**config.mk**
```make
export PLATFORM = sky130hd
export DESIGN_NAME = pr_sim_wrapper
export DESIGN_NICKNAME = d
export VERILOG_FILES = /design/src/source/pr_ctrl_pkg.sv /design/src/source/pr_region_pkg.sv /design/src/source/and_gate.sv /design/src/source/counter.sv /design/src/source/freeze_logic_controller.sv /design/src/source/fsm.sv /design/src/source/pr_controller.sv /design/src/source/pr_region.sv /design/src/source/pr_sim_wrapper.sv
export SDC_FILE = /design/constraint.sdc
export NUM_CORES = 1
export LEC_CHECK = 0
export BUFFER_PORTS_ARGS = -buffer_cell sky130_fd_sc_hd__buf_2
export CORE_UTILIZATION = 50
export DETAILED_ROUTE_END_ITERATION = 8
export PLACE_DENSITY = 0.77
export SKIP_LAST_GASP = 1
export SYNTH_ARGS = -nofsm -noshare
export SYNTH_HDL_FRONTEND = slang
export SYNTH_SLANG_ARGS = --single-unit
```
**constraint.sdc**
```tcl
create_clock -name clk -period 2 [get_ports clk]
set_input_delay 0.4 -clock clk [delete_from_list [all_inputs] [get_ports clk]]
set_output_delay 0.4 -clock clk [all_outputs]
set_load 0.02 [all_outputs]
```
**src/source/pr_ctrl_pkg.sv**
```systemverilog
////////////////////
// Definitions for the reconfiguration control port.
// Holds the Wishbone register map, the control and status field positions,
// and the timing of the swap sequence run by the controller.
////////////////////

package pr_ctrl_pkg;

	// Wishbone bus widths
	localparam int ADDR_WIDTH = 2;
	localparam int DATA_WIDTH = 8;

	// Register map
	localparam logic [ADDR_WIDTH-1:0] REG_CTRL   = 2'd0;
	localparam logic [ADDR_WIDTH-1:0] REG_STATUS = 2'd1;

	// A control write carries the requested persona from this bit upward
	localparam int CTRL_PERSONA_LSB = 0;

	// Status word fields
	localparam int STAT_PERSONA_LSB = 0;
	localparam int STAT_BUSY_BIT    = 2;
	localparam int STAT_FREEZE_BIT  = 3;
	localparam int STAT_RESULT_LSB  = 4;

	// Cycles the region sits in reset, then cycles until freeze drops
	localparam int RECONFIG_CYCLES = 8;
	localparam int THAW_CYCLES     = 2;
	localparam int CNT_WIDTH       = $clog2(RECONFIG_CYCLES);

	// Sequencer phases
	localparam int PHASE_WIDTH = 2;
	localparam logic [PHASE_WIDTH-1:0] PHASE_IDLE     = 2'd0;
	localparam logic [PHASE_WIDTH-1:0] PHASE_RECONFIG = 2'd1;
	localparam logic [PHASE_WIDTH-1:0] PHASE_THAW     = 2'd2;

endpackage

```
**src/source/pr_region_pkg.sv**
```systemverilog
////////////////////
// Shared definitions for the reconfigurable region and its personas.
// Holds the persona codes used by the region mux and the controller,
// the result width every persona drives, and the FSM persona state codes.
// Referenced with scoped names from the modules that need them.
////////////////////

package pr_region_pkg;

	// Width of the result bus driven by every persona
	localparam int OUTPUT_WIDTH = 2;

	// Number of personas the slot can hold
	localparam int NUM_PERSONA = 3;

	// Width of a persona code on the select lines and in the registers
	localparam int PERSONA_WIDTH = 2;

	// Persona codes, also the index of each persona in the region
	localparam logic [PERSONA_WIDTH-1:0] PERSONA_AND     = 2'd0;
	localparam logic [PERSONA_WIDTH-1:0] PERSONA_COUNTER = 2'd1;
	localparam logic [PERSONA_WIDTH-1:0] PERSONA_FSM     = 2'd2;

	// FSM persona states; the state code is the persona's result
	localparam logic [OUTPUT_WIDTH-1:0] FSM_IDLE    = 2'd0;
	localparam logic [OUTPUT_WIDTH-1:0] FSM_SEEN_A  = 2'd1;
	localparam logic [OUTPUT_WIDTH-1:0] FSM_MATCHED = 2'd2;

endpackage

```
**src/source/and_gate.sv**
```systemverilog
////////////////////
// AND persona for the reconfigurable slot.
// Bit 0 is a registered AND of the inputs and bit 1 is bit 0 one
// cycle later, so the result carries a short history of the gate.
////////////////////

`timescale 1ns/1ps

module and_gate (
	input  logic                                  clk,
	input  logic                                  rst_n,
	input  logic                                  a,
	input  logic                                  b,
	output logic [pr_region_pkg::OUTPUT_WIDTH-1:0] result
);

	// Reset clears the gate output and its history bit
	always_ff @(posedge clk) begin
		if (!rst_n) begin
			result <= '0;
		end else begin
			// Current product of the inputs
			result[0] <= a & b;
			// Product from the cycle before
			result[1] <= result[0];
		end
	end

endmodule

```
**src/source/counter.sv**
```systemverilog
////////////////////
// Counter persona for the reconfigurable slot.
// Counts the cycles in which a is high and wraps at the result width.
// A high b clears the count and wins over a in the same cycle.
////////////////////

`timescale 1ns/1ps

module counter (
	input  logic                                  clk,
	input  logic                                  rst_n,
	input  logic                                  a,
	input  logic                                  b,
	output logic [pr_region_pkg::OUTPUT_WIDTH-1:0] result
);

	always_ff @(posedge clk) begin
		if (!rst_n) begin
			result <= '0;
		end else if (b) begin
			// Clear has priority over counting
			result <= '0;
		end else if (a) begin
			// Natural overflow gives the modulo wrap
			result <= result + 1'b1;
		end
	end

endmodule

```
**src/source/freeze_logic_controller.sv**
```systemverilog
////////////////////
// Freeze block at the region boundary.
// Passes the region result through while freeze is low and keeps a copy
// of it. While freeze is high the copy is driven in its place, so the
// outside world sees the last good result during a swap.
////////////////////

`timescale 1ns/1ps

module freeze_logic_controller (
	input  logic                                  clk,
	input  logic                                  rst_n,
	input  logic [pr_region_pkg::OUTPUT_WIDTH-1:0] data_in,
	input  logic                                  freeze,
	output logic [pr_region_pkg::OUTPUT_WIDTH-1:0] data_out
);

	// Last value seen while the region was live
	logic [pr_region_pkg::OUTPUT_WIDTH-1:0] last_good;

	always_ff @(posedge clk) begin
		if (!rst_n) begin
			last_good <= '0;
		end else if (!freeze) begin
			last_good <= data_in;
		end
	end

	// No added latency while the region is live
	assign data_out = freeze ? last_good : data_in;

endmodule

```
**src/source/fsm.sv**
```systemverilog
////////////////////
// FSM persona for the reconfigurable slot.
// A Moore machine that spots a followed by b on the next cycle.
// The state code itself is the result: idle, seen-a or matched.
////////////////////

`timescale 1ns/1ps

module fsm (
	input  logic                                  clk,
	input  logic                                  rst_n,
	input  logic                                  a,
	input  logic                                  b,
	output logic [pr_region_pkg::OUTPUT_WIDTH-1:0] result
);

	logic [pr_region_pkg::OUTPUT_WIDTH-1:0] state;
	logic [pr_region_pkg::OUTPUT_WIDTH-1:0] state_next;

	////////////////////
	// Next state
	////////////////////

	always_comb begin
		if (a) begin
			// A high a restarts the sequence from any state
			state_next = pr_region_pkg::FSM_SEEN_A;
		end else if (state == pr_region_pkg::FSM_SEEN_A && b) begin
			// b alone right after a completes the match
			state_next = pr_region_pkg::FSM_MATCHED;
		end else begin
			// Matched falls back to idle, as does every other case
			state_next = pr_region_pkg::FSM_IDLE;
		end
	end

	////////////////////
	// State register
	////////////////////

	always_ff @(posedge clk) begin
		if (!rst_n) begin
			state <= pr_region_pkg::FSM_IDLE;
		end else begin
			state <= state_next;
		end
	end

	// Moore output, the code of the current state
	assign result = state;

endmodule

```
**src/source/pr_controller.sv**
```systemverilog
////////////////////
// Reconfiguration controller.
// A Wishbone classic slave with a control and a status register, and the
// sequencer that carries out a persona swap: freeze and hold the region in
// reset, switch the select as the reset releases, then thaw and drop freeze.
////////////////////

`timescale 1ns/1ps

module pr_controller (
	input  logic                                    clk,
	input  logic                                    rst_n,
	input  logic                                    wb_cyc,
	input  logic                                    wb_stb,
	input  logic                                    wb_we,
	input  logic [pr_ctrl_pkg::ADDR_WIDTH-1:0]      wb_adr,
	input  logic [pr_ctrl_pkg::DATA_WIDTH-1:0]      wb_wdata,
	output logic [pr_ctrl_pkg::DATA_WIDTH-1:0]      wb_rdata,
	output logic                                    wb_ack,
	input  logic [pr_region_pkg::OUTPUT_WIDTH-1:0]  region_result,
	output logic [pr_region_pkg::PERSONA_WIDTH-1:0] persona_select,
	output logic                                    region_rst_n,
	output logic                                    freeze
);

	logic [pr_ctrl_pkg::PHASE_WIDTH-1:0]      phase;
	logic [pr_ctrl_pkg::CNT_WIDTH-1:0]        cnt;
	logic [pr_region_pkg::PERSONA_WIDTH-1:0]  pending;
	logic [pr_region_pkg::PERSONA_WIDTH-1:0]  req_persona;
	logic [pr_ctrl_pkg::DATA_WIDTH-1:0]       status;
	logic                                     busy;
	logic                                     ctrl_write;
	logic                                     swap_ok;

	////////////////////
	// Wishbone slave
	////////////////////

	// One-cycle ack the cycle after a request is seen; the ack cycle itself
	// does not start a second one for the same request
	always_ff @(posedge clk) begin
		if (!rst_n) begin
			wb_ack <= 1'b0;
		end else begin
			wb_ack <= wb_cyc & wb_stb & ~wb_ack;
		end
	end

	// Writes are acted on in their ack cycle, while the master still holds the data
	assign ctrl_write  = wb_ack & wb_we & (wb_adr == pr_ctrl_pkg::REG_CTRL);
	assign req_persona = wb_wdata[pr_ctrl_pkg::CTRL_PERSONA_LSB +: pr_region_pkg::PERSONA_WIDTH];

	// A swap needs an idle sequencer, a new persona and a legal code
	assign swap_ok = ctrl_write & ~busy & (req_persona != persona_select)
		& (req_persona < pr_region_pkg::NUM_PERSONA);

	// Status word seen by software
	always_comb begin
		status = '0;
		status[pr_ctrl_pkg::STAT_PERSONA_LSB +: pr_region_pkg::PERSONA_WIDTH] = persona_select;
		status[pr_ctrl_pkg::STAT_BUSY_BIT]   = busy;
		status[pr_ctrl_pkg::STAT_FREEZE_BIT] = freeze;
		status[pr_ctrl_pkg::STAT_RESULT_LSB +: pr_region_pkg::OUTPUT_WIDTH] = region_result;
	end

	// Read data is valid only in the ack cycle of a read
	always_comb begin
		wb_rdata = '0;
		if (wb_ack && !wb_we) begin
			case (wb_adr)
				pr_ctrl_pkg::REG_STATUS: wb_rdata = status;
				// Control reads back the persona now in the slot
				pr_ctrl_pkg::REG_CTRL: begin
					wb_rdata[pr_ctrl_pkg::CTRL_PERSONA_LSB +: pr_region_pkg::PERSONA_WIDTH] =
						persona_select;
				end
				default: wb_rdata = '0;
			endcase
		end
	end

	////////////////////
	// Swap sequencer
	////////////////////

	always_ff @(posedge clk) begin
		if (!rst_n) begin
			phase          <= pr_ctrl_pkg::PHASE_IDLE;
			cnt            <= '0;
			persona_select <= pr_region_pkg::PERSONA_AND;
		end else begin
			case (phase)
				pr_ctrl_pkg::PHASE_IDLE: begin
					if (swap_ok) begin
						// Freeze and region reset start next cycle
						phase <= pr_ctrl_pkg::PHASE_RECONFIG;
						cnt   <= pr_ctrl_pkg::CNT_WIDTH'(pr_ctrl_pkg::RECONFIG_CYCLES - 1);
					end
				end
				pr_ctrl_pkg::PHASE_RECONFIG: begin
					if (cnt == '0) begin
						// New persona is selected as its reset lifts
						phase          <= pr_ctrl_pkg::PHASE_THAW;
						cnt            <= pr_ctrl_pkg::CNT_WIDTH'(pr_ctrl_pkg::THAW_CYCLES - 1);
						persona_select <= pending;
					end else begin
						cnt <= cnt - 1'b1;
					end
				end
				pr_ctrl_pkg::PHASE_THAW: begin
					if (cnt == '0) begin
						phase <= pr_ctrl_pkg::PHASE_IDLE;
					end else begin
						cnt <= cnt - 1'b1;
					end
				end
				default: phase <= pr_ctrl_pkg::PHASE_IDLE;
			endcase
		end
	end

	// Requested persona, captured with the accepted write
	always_ff @(posedge clk) begin
		if (swap_ok) begin
			pending <= req_persona;
		end
	end

	assign busy         = (phase != pr_ctrl_pkg::PHASE_IDLE);
	assign freeze       = busy;
	// Region reset covers both the top-level reset and the reconfig window
	assign region_rst_n = rst_n & (phase != pr_ctrl_pkg::PHASE_RECONFIG);

endmodule

```
**src/source/pr_region.sv**
```systemverilog
////////////////////
// The reconfigurable slot.
// Holds all three personas and routes a, b and the region reset only to
// the one chosen by persona_select. The others see zeros and stay in
// reset, so a persona swapped in always starts from its reset state.
////////////////////

`timescale 1ns/1ps

module pr_region (
	input  logic                                   clk,
	input  logic                                   rst_n,
	input  logic [pr_region_pkg::PERSONA_WIDTH-1:0] persona_select,
	input  logic                                   a,
	input  logic                                   b,
	output logic [pr_region_pkg::OUTPUT_WIDTH-1:0]  region_result
);

	// One-hot view of the select, and the gated inputs per persona
	logic [pr_region_pkg::NUM_PERSONA-1:0] sel_hot;
	logic [pr_region_pkg::NUM_PERSONA-1:0] a_p;
	logic [pr_region_pkg::NUM_PERSONA-1:0] b_p;
	logic [pr_region_pkg::NUM_PERSONA-1:0] rst_n_p;

	// Result of each persona, indexed by persona code
	logic [pr_region_pkg::OUTPUT_WIDTH-1:0] result_p [pr_region_pkg::NUM_PERSONA];

	////////////////////
	// Input routing
	////////////////////

	for (genvar i = 0; i < pr_region_pkg::NUM_PERSONA; i++) begin : g_route
		assign sel_hot[i] = (persona_select == pr_region_pkg::PERSONA_WIDTH'(i));
		// Inactive personas see quiet inputs and a held reset
		assign a_p[i]     = a & sel_hot[i];
		assign b_p[i]     = b & sel_hot[i];
		assign rst_n_p[i] = rst_n & sel_hot[i];
	end

	////////////////////
	// Personas
	////////////////////

	and_gate u_and_gate (
		.clk    (clk),
		.rst_n  (rst_n_p[pr_region_pkg::PERSONA_AND]),
		.a      (a_p[pr_region_pkg::PERSONA_AND]),
		.b      (b_p[pr_region_pkg::PERSONA_AND]),
		.result (result_p[pr_region_pkg::PERSONA_AND])
	);

	counter u_counter (
		.clk    (clk),
		.rst_n  (rst_n_p[pr_region_pkg::PERSONA_COUNTER]),
		.a      (a_p[pr_region_pkg::PERSONA_COUNTER]),
		.b      (b_p[pr_region_pkg::PERSONA_COUNTER]),
		.result (result_p[pr_region_pkg::PERSONA_COUNTER])
	);

	fsm u_fsm (
		.clk    (clk),
		.rst_n  (rst_n_p[pr_region_pkg::PERSONA_FSM]),
		.a      (a_p[pr_region_pkg::PERSONA_FSM]),
		.b      (b_p[pr_region_pkg::PERSONA_FSM]),
		.result (result_p[pr_region_pkg::PERSONA_FSM])
	);

	////////////////////
	// Output mux
	////////////////////

	always_comb begin
		case (persona_select)
			pr_region_pkg::PERSONA_AND:     region_result = result_p[pr_region_pkg::PERSONA_AND];
			pr_region_pkg::PERSONA_COUNTER: region_result = result_p[pr_region_pkg::PERSONA_COUNTER];
			pr_region_pkg::PERSONA_FSM:     region_result = result_p[pr_region_pkg::PERSONA_FSM];
			// Unused code drives a quiet bus
			default:                        region_result = '0;
		endcase
	end

endmodule

```
**src/source/pr_sim_wrapper.sv**
```systemverilog
////////////////////
// Top level of the partial-reconfiguration model.
// Connects the Wishbone controller, the reconfigurable region and the
// freeze block. Software swaps personas through the control register.
////////////////////

`timescale 1ns/1ps

module pr_sim_wrapper (
	input  logic                                  clk,
	input  logic                                  rst_n,
	input  logic                                  a,
	input  logic                                  b,
	output logic [pr_region_pkg::OUTPUT_WIDTH-1:0] result,
	output logic                                  freeze,
	input  logic                                  wb_cyc,
	input  logic                                  wb_stb,
	input  logic                                  wb_we,
	input  logic [pr_ctrl_pkg::ADDR_WIDTH-1:0]     wb_adr,
	input  logic [pr_ctrl_pkg::DATA_WIDTH-1:0]     wb_wdata,
	output logic [pr_ctrl_pkg::DATA_WIDTH-1:0]     wb_rdata,
	output logic                                  wb_ack
);

	// Controller to region
	logic [pr_region_pkg::PERSONA_WIDTH-1:0] persona_select;
	logic                                    region_rst_n;

	// Region to freeze block and status register
	logic [pr_region_pkg::OUTPUT_WIDTH-1:0]  region_result;

	pr_controller u_pr_controller (
		.clk            (clk),
		.rst_n          (rst_n),
		.wb_cyc         (wb_cyc),
		.wb_stb         (wb_stb),
		.wb_we          (wb_we),
		.wb_adr         (wb_adr),
		.wb_wdata       (wb_wdata),
		.wb_rdata       (wb_rdata),
		.wb_ack         (wb_ack),
		.region_result  (region_result),
		.persona_select (persona_select),
		.region_rst_n   (region_rst_n),
		.freeze         (freeze)
	);

	// The region runs off the controller's reset, not the top-level one
	pr_region u_pr_region (
		.clk            (clk),
		.rst_n          (region_rst_n),
		.persona_select (persona_select),
		.a              (a),
		.b              (b),
		.region_result  (region_result)
	);

	freeze_logic_controller u_freeze_logic_controller (
		.clk      (clk),
		.rst_n    (rst_n),
		.data_in  (region_result),
		.freeze   (freeze),
		.data_out (result)
	);

endmodule

```
==> impl_results.md, run 1 <==
- Final setup viols: 0
- Grt ovf: 0
- Number of global-route vias before repair: 714
- WL/cell: 12.1 microns
- Vias per Instance: 5.40
- Crit-path slowest cell: dfxtp_1
- First-pass GRT wire length: 3100 microns
- H-Tree Depth: 1
- Chip Height: 46.9 microns
- Final net count: 158
- Comb pwr share: 8.9%
- Post-synth EDFFs: 2
- Crit-path cells: inv_1 -> ha_2 -> clkinvlp_4 -> buf_2
- DR pass1 iterations: 4
- FP Rows: 15
- Setup crit end kind: primary output
- Vias post-DR: 859
- CP Data Required Time: 1.60 ns
- Max clock buf depth: 2
- Yosys top cell by area: dfxtp_1
- TNS Setup: 0 ns
- Initial DRC count: 13
- Largest net degree at the start of global routing: 11
- Chip Width: 46.9 microns
- Fmax: 538 MHz
- Max-Cap Viols: 0
- Worst-path clk slew: 0.10 ns
- IO Count: 29
- Crit path max-delay family: buffers and inverters
- Register area share after synthesis: 37.7%
- Fillers: 175
- Final Max Slew Viols: 0
- Worst-path fanout max: 8
- Top_reg_cell synth: dfxtp_1
- Clock power share: 30.5%
- VDD IR max: 0.349 mV
- Power Dens Cells: 527 mW/mm^2
- Util after Layout: 64.3%
- Post-layout min period: 1.86 ns
- Area delta synth->final: 14.9%
- Setup repair bufs after CTS: 0
- Die footprint: 0.00220 sq mm
- CTS Hold Bufs: 0
- P_int: 463 uW
- Reg power frac: 60.6%
- Syn_area_per_cell: 8.85 sq um
- CP Launch Type: register
- Commonest cells after routing, fill and taps aside: 20 x buf_2, 15 x dfxtp_1, 12 x nor2_1
- Cell Area, Synth: 0.00101 sq mm
- Total power: 611 uW
- Antenna cells: 0
- Synth top area cells: dfxtp_1 32%, ha_1 7.4%, edfxtp_1 6.0%
- HPWL after DPL: 1470 microns
- Global-route layer with the greatest usage: met2
- Initial core utilization: 56.0%
- Net Switching: 148 uW
- DRC Markers: 0
- Gpl congestion: 0.789
- CTS sink count: 18
- Buffers on Ports: 20
- Clock latency on the worst-skew pair: 0.29 ns
- Buf/Inv on CP: 3
- Hold WC Path Type: input port to register
- Part of the cycle the worst path needs: 92.9%
- Status: finished, final reports clean
- CTS tree: built
- Most common cell after layout, fill and taps aside: buf_2
- Grt met2 use: 31.7%
- Hold Fails Final Rpt: 0
- Share of the synthesized area in the top cell type: 31.8%
- Layout cells sized above 1: 26.9%
- Sw Share: 24.3%
- Core area: 0.00180 sq mm
- Hold_ws: 0.301 ns
- Final cell count without fillers: 159
- Flops & latches, synth: 18
- Setup repair after global routing missed its margin: false
- Crit Path Category: register to primary output
- Initial antenna violation count: 0
- Met3 usage: 4.62%
- Mapped Cells: 114
- Leakage: 0.000483 uW
- Crit path DAT: 1.46 ns
- Yosys cell types: 42
- Final antenna-violating net count: 0
- DP Cell Count: 155
- Number of synthesis warnings: 0
- Routed wire length: 1930 microns
- CTS Root Cell: clkbuf_4
- Worst Skew: 0.00539 ns
- Crit path largest cell delay: 0.37 ns
- Num CTS Buffers: 3
- Total track usage: 20.2%
- Met1 usage: 27.5%
- Fraction of registers with async set/reset: 0%
## per-layer routing
metal | vias to the layer above | wire (microns)
met5 | - | 0
met4 | 0 | 13
met3 | 2 | 85
met2 | 28 | 879
met1 | 390 | 950
li1 | 439 | -
## power groups by stage
stage / Combinational, uW / Clock (uW) / Sequential (uW)
CTS: 52.6 / 189 / 372
global placement: 51.6 / 0 / 380
detailed placement: 52.5 / 0 / 380
finish: 54.1 / 186 / 371
global route: 59.9 / 209 / 371
floorplan: 33.4 / 0 / 380
## cell families (layout without fill, tap and decap cells)
kind of cell / Yosys count / in the layout / share of synthesized area [%]
simple gates: 43 / 43 / 22.8
mux: 2 / 2 / 1.99
fa+ha+maj: 6 / 6 / 7.44
flops: 18 / 18 / 37.7
other cells: 1 / 2 / 0.372
xor+xnor: 2 / 2 / 1.74
compound gates: 26 / 26 / 19.6
buf+inv: 16 / 35 / 8.31
## per-stage QoR
step           setup slack, ns  cell area, sq um
6_report                 0.141              1160
5_1_grt                 0.0156              1160
4_1_cts                 0.0265              1130
3_5_place_dp             0.245              1100
3_3_place_gp             0.269              1100
2_1_floorplan            0.220              1010
## path summary, 6_finish.rpt
| check | startpoint | end | slack, ns | cells after the start |
|---|---|---|---|---|
| worst max register to register | u_pr_controller.phase[1]$_SDFFE_PN0P_ | u_pr_controller.cnt[2]$_SDFFE_PN0P_ | 0.26 | 6 |
| worst min register to register | u_pr_controller.wb_ack$_SDFF_PN0_ | u_pr_controller.wb_ack$_SDFF_PN0_ | 0.49 | 1 |
| worst max-delay path | u_pr_controller.phase[1]$_SDFFE_PN0P_ | freeze | 0.14 | 4 |
| worst min-delay path | wb_wdata[0] | u_pr_controller.pending[0]$_DFFE_PP_ | 0.30 | 1 |
## area by class of cell
type / instances / area, sq um / area share [%]
clock buffer: 3 / 22.5 / 1.94
inverter: 10 / 41.3 / 3.56
timing repair buffer: 21 / 108 / 9.29
sequential: 18 / 384 / 33.2
clock inverter: 1 / 3.75 / 0.324
tap: 25 / 31.3 / 2.70
multi-input combinational: 81 / 568 / 49.0
## flip-flops by register name (all words and copies together) (netlist names)
signal,count
u_freeze_logic_controller.last_good,2
u_pr_controller.cnt,3
u_pr_controller.pending,2
u_pr_controller.persona_select,2
u_pr_controller.phase,2
u_pr_controller.wb_ack,1
u_pr_region.u_and_gate.result,2
u_pr_region.u_counter.result,2
u_pr_region.u_fsm.result,2
## cells in the mapped netlist (2+ instances only)
library cell  instances
buf_4                 4
mux2i_1               2
o21bai_1              2
nor3b_1               2
a21oi_1               9
inv_1                 9
ha_1                  6
a21o_1                2
and2_1                3
nand2_1               8
edfxtp_1              2
nand3b_1              2
nand3_1               3
o211a_1               2
nor2_1               12
dfxtp_1              16
nand4_1               2
nor3_1                3
a31oi_1               2
## timing repair
action | CTS | global route
endpoints found under the setup margin | 2 | 7
gates resized for setup | 1 | 6
cloned | 0 | 0
(Power assumes the default switching activity.)
==> run 2: changes to the inputs <==
REMOVE_ABC_BUFFERS = 1   (was unset)
==> run 2 against run 1 <==
Worst hold slack lost 0.00057 ns. Combinational power hardly changed. First-iteration DRC count increased by 46%. Cell area is 0.32% lower. Count of clock-buffer cells in the layout up 1. Clock power up 22%. Sequential power hardly changed. Power increased by 6.8%. Wire length increased by 1.1%. Non-clock buffer count fell by 1. Largest cell class unchanged. Die area is the same. Sequential share of layout area down 0.11 points.
==> impl_results.md, run 2 (synthesized netlist as in run 1, its figures left out) <==
- Setup crit end kind: primary output
- CTS sink count: 18 (unchanged)
- CP Data Required Time: 1.60 ns (about the same)
- Hold depth: 1 (unchanged)
- Hold_ws: 0.301 ns (-0.000566 ns)
- Post-layout min period: 1.89 ns (+0.0350 ns)
- Largest net degree at the start of global routing: 11 (unchanged)
- Crit Path Category: register to primary output
- Hold WC Path Type: input port to register
- Multi-input logic area: 568 sq um (unchanged)
- Largest register FFs: 3 (unchanged)
- Antenna cells: 0 (unchanged)
- Setup WS post-layout: 0.106 ns (-0.0350 ns)
- Num CTS Buffers: 3 (unchanged)
- Vias post-DR: 860 (+0.12%)
- WL/cell: 12.3 microns (+1.8%)
- Initial DRC count: 19 (+6)
- Area delta synth->final: 14.5%
- Worst-path clk slew: 0.11 ns (about the same)
- Die footprint: 0.00220 sq mm (unchanged)
- H-Tree Depth: 1 (unchanged)
- IO Count: 29 (unchanged)
- Chip Width: 46.9 microns (unchanged)
- DRC Markers: 0 (unchanged)
- Min-delay src: wb_wdata[0]
- Crit path DAT: 1.49 ns (+0.03 ns)
- Hold Fails Final Rpt: 0 (unchanged)
- Max-Cap Viols: 0 (unchanged)
- Initial core utilization: 56.0% (unchanged)
- First-pass GRT wire length: 3240 microns (+4.7%)
- CTS tree: built
- Clock latency on the worst-skew pair: 0.29 ns (about the same)
- HPWL after DPL: 1470 microns (-0.16%)
- Worst-path fanout max: 8 (unchanged)
- Worst Skew: 0.00766 ns (+0.00227 ns)
- Final antenna-violating net count: 0 (unchanged)
- CP Launch Type: register
- Routed wire length: 1950 microns (+1.1%)
- Chip Height: 46.9 microns (unchanged)
- TNS Setup: 0 ns (unchanged)
- Initial antenna violation count: 0 (unchanged)
- Final net count: 157 (-0.63%)
- Vias per Instance: 5.44 (+0.75%)
- Largest reg by FF count: u_pr_controller.cnt
- CTS Hold Bufs: 0 (unchanged)
- Setup repair bufs after CTS: 0 (unchanged)
- Total track usage: 20.7% (+0.50 points)
- DR pass1 iterations: 4 (unchanged)
- Max clock buf depth: 2 (unchanged)
- CTS Root Cell: clkbuf_4
- Final Max Slew Viols: 0 (unchanged)
- Critical path startpoint: u_pr_controller.persona_select[0]$_SDFFE_PN0P_
- Commonest cells after routing, fill and taps aside: 20 x buf_2, 15 x dfxtp_1, 12 x nor2_1
- Final setup viols: 0 (unchanged)
- Placed inst area: 0.00110 sq mm (-0.68%)
- Fillers: 162 (-7.4%)
- Gpl congestion: 0.949 (+20%)
- Fmax: 528 MHz (-1.8%)
- Register area: 382 sq um (-0.65%)
- Status: finished, final reports clean
- VDD IR max: 0.454 mV (+30%)
- FP Rows: 15 (unchanged)
- Worst R2R Path Depth: 6 (unchanged)
- Core area: 0.00180 sq mm (unchanged)
- Util after Layout: 64.1% (-0.21 points)
- Grt ovf: 0 (unchanged)
- Part of the cycle the worst path needs: 94.7% (+1.8 points)
- Post-route design area: 0.00115 sq mm (-0.32%)
- Layout cells sized above 1: 27.1% (+0.20 points)
- Setup repair after global routing missed its margin: true
- Number of global-route vias before repair: 785 (+9.9%)
- Buffers on Ports: 20 (unchanged)
- Leakage: 0.000490 uW (+1.6%)
- Power Dens Cells: 565 mW/mm^2 (+7.2%)
- Most common cell after layout, fill and taps aside: buf_2
- Worst flop-to-flop path startpoint: u_pr_controller.phase[1]$_SDFFE_PN0P_
- Pre-CTS worst setup slack: 0.266 ns (+0.0210 ns)
==> run 2: path summary, 6_finish.rpt <==
| kind | to | slack [ns] |
|---|---|---|
| max | result[0] | 0.11 |
| min | u_pr_controller.pending[0]$_DFFE_PP_ | 0.30 |
| max reg2reg | u_pr_controller.cnt[2]$_SDFFE_PN0P_ | 0.26 |
| min reg2reg | u_pr_controller.wb_ack$_SDFF_PN0_ | 0.48 |
==> run 2: stage by stage <==
step	power, uW	instances
5_1_grt	677	158
2_1_floorplan	410	109
6_report	653	158
3_5_place_dp	433	154
3_3_place_gp	431	154
4_1_cts	655	158
==> run 2: routing by layer <==
| metal | vias to the layer above | GRT usage (%) | wire length [microns] |
|---|---|---|---|
| li1 | 434 | - | - |
| met1 | 387 | 28.4 | 970 |
| met3 | 4 | 4.23 | 111 |
| met4 | 0 | 10.3 | 17 |
| met2 | 35 | 31.1 | 852 |
| met5 | - | 0 | 0 |
==> run 2: power breakdown <==
part	switching (uW)	leakage (uW)	internal [uW]	total (uW)
Clock	116	0.0000210	111	227
Combinational	32.3	0.000321	22.0	54.3
Sequential	2.76	0.000148	369	372
==> run 2: critical path, cell delays in order, from the launching register on <==
cell     delay (ns)
dfxtp_2        0.44
mux2i_1        0.21
nor2_1         0.07
a31oi_2        0.22
a21oi_1        0.11
buf_2          0.16
==> run 2: final cells by class <==
cell class	instances	area share, %
Inverter	10	3.25
Sequential cell	18	33.0
Timing Repair Buffer	20	8.67
Tap cell	25	2.71
Multi-Input combinational cell	81	49.2
Clock buffer	4	3.14
==> run 2: timing repair <==
| action | 4_1_cts | 5_1_grt |
|---|---|---|
| gates cloned | 0 | 0 |
| pin swaps | 0 | 0 |
| gates resized for setup | 1 | 5 |
| setup endpoints to repair | 2 | 6 |
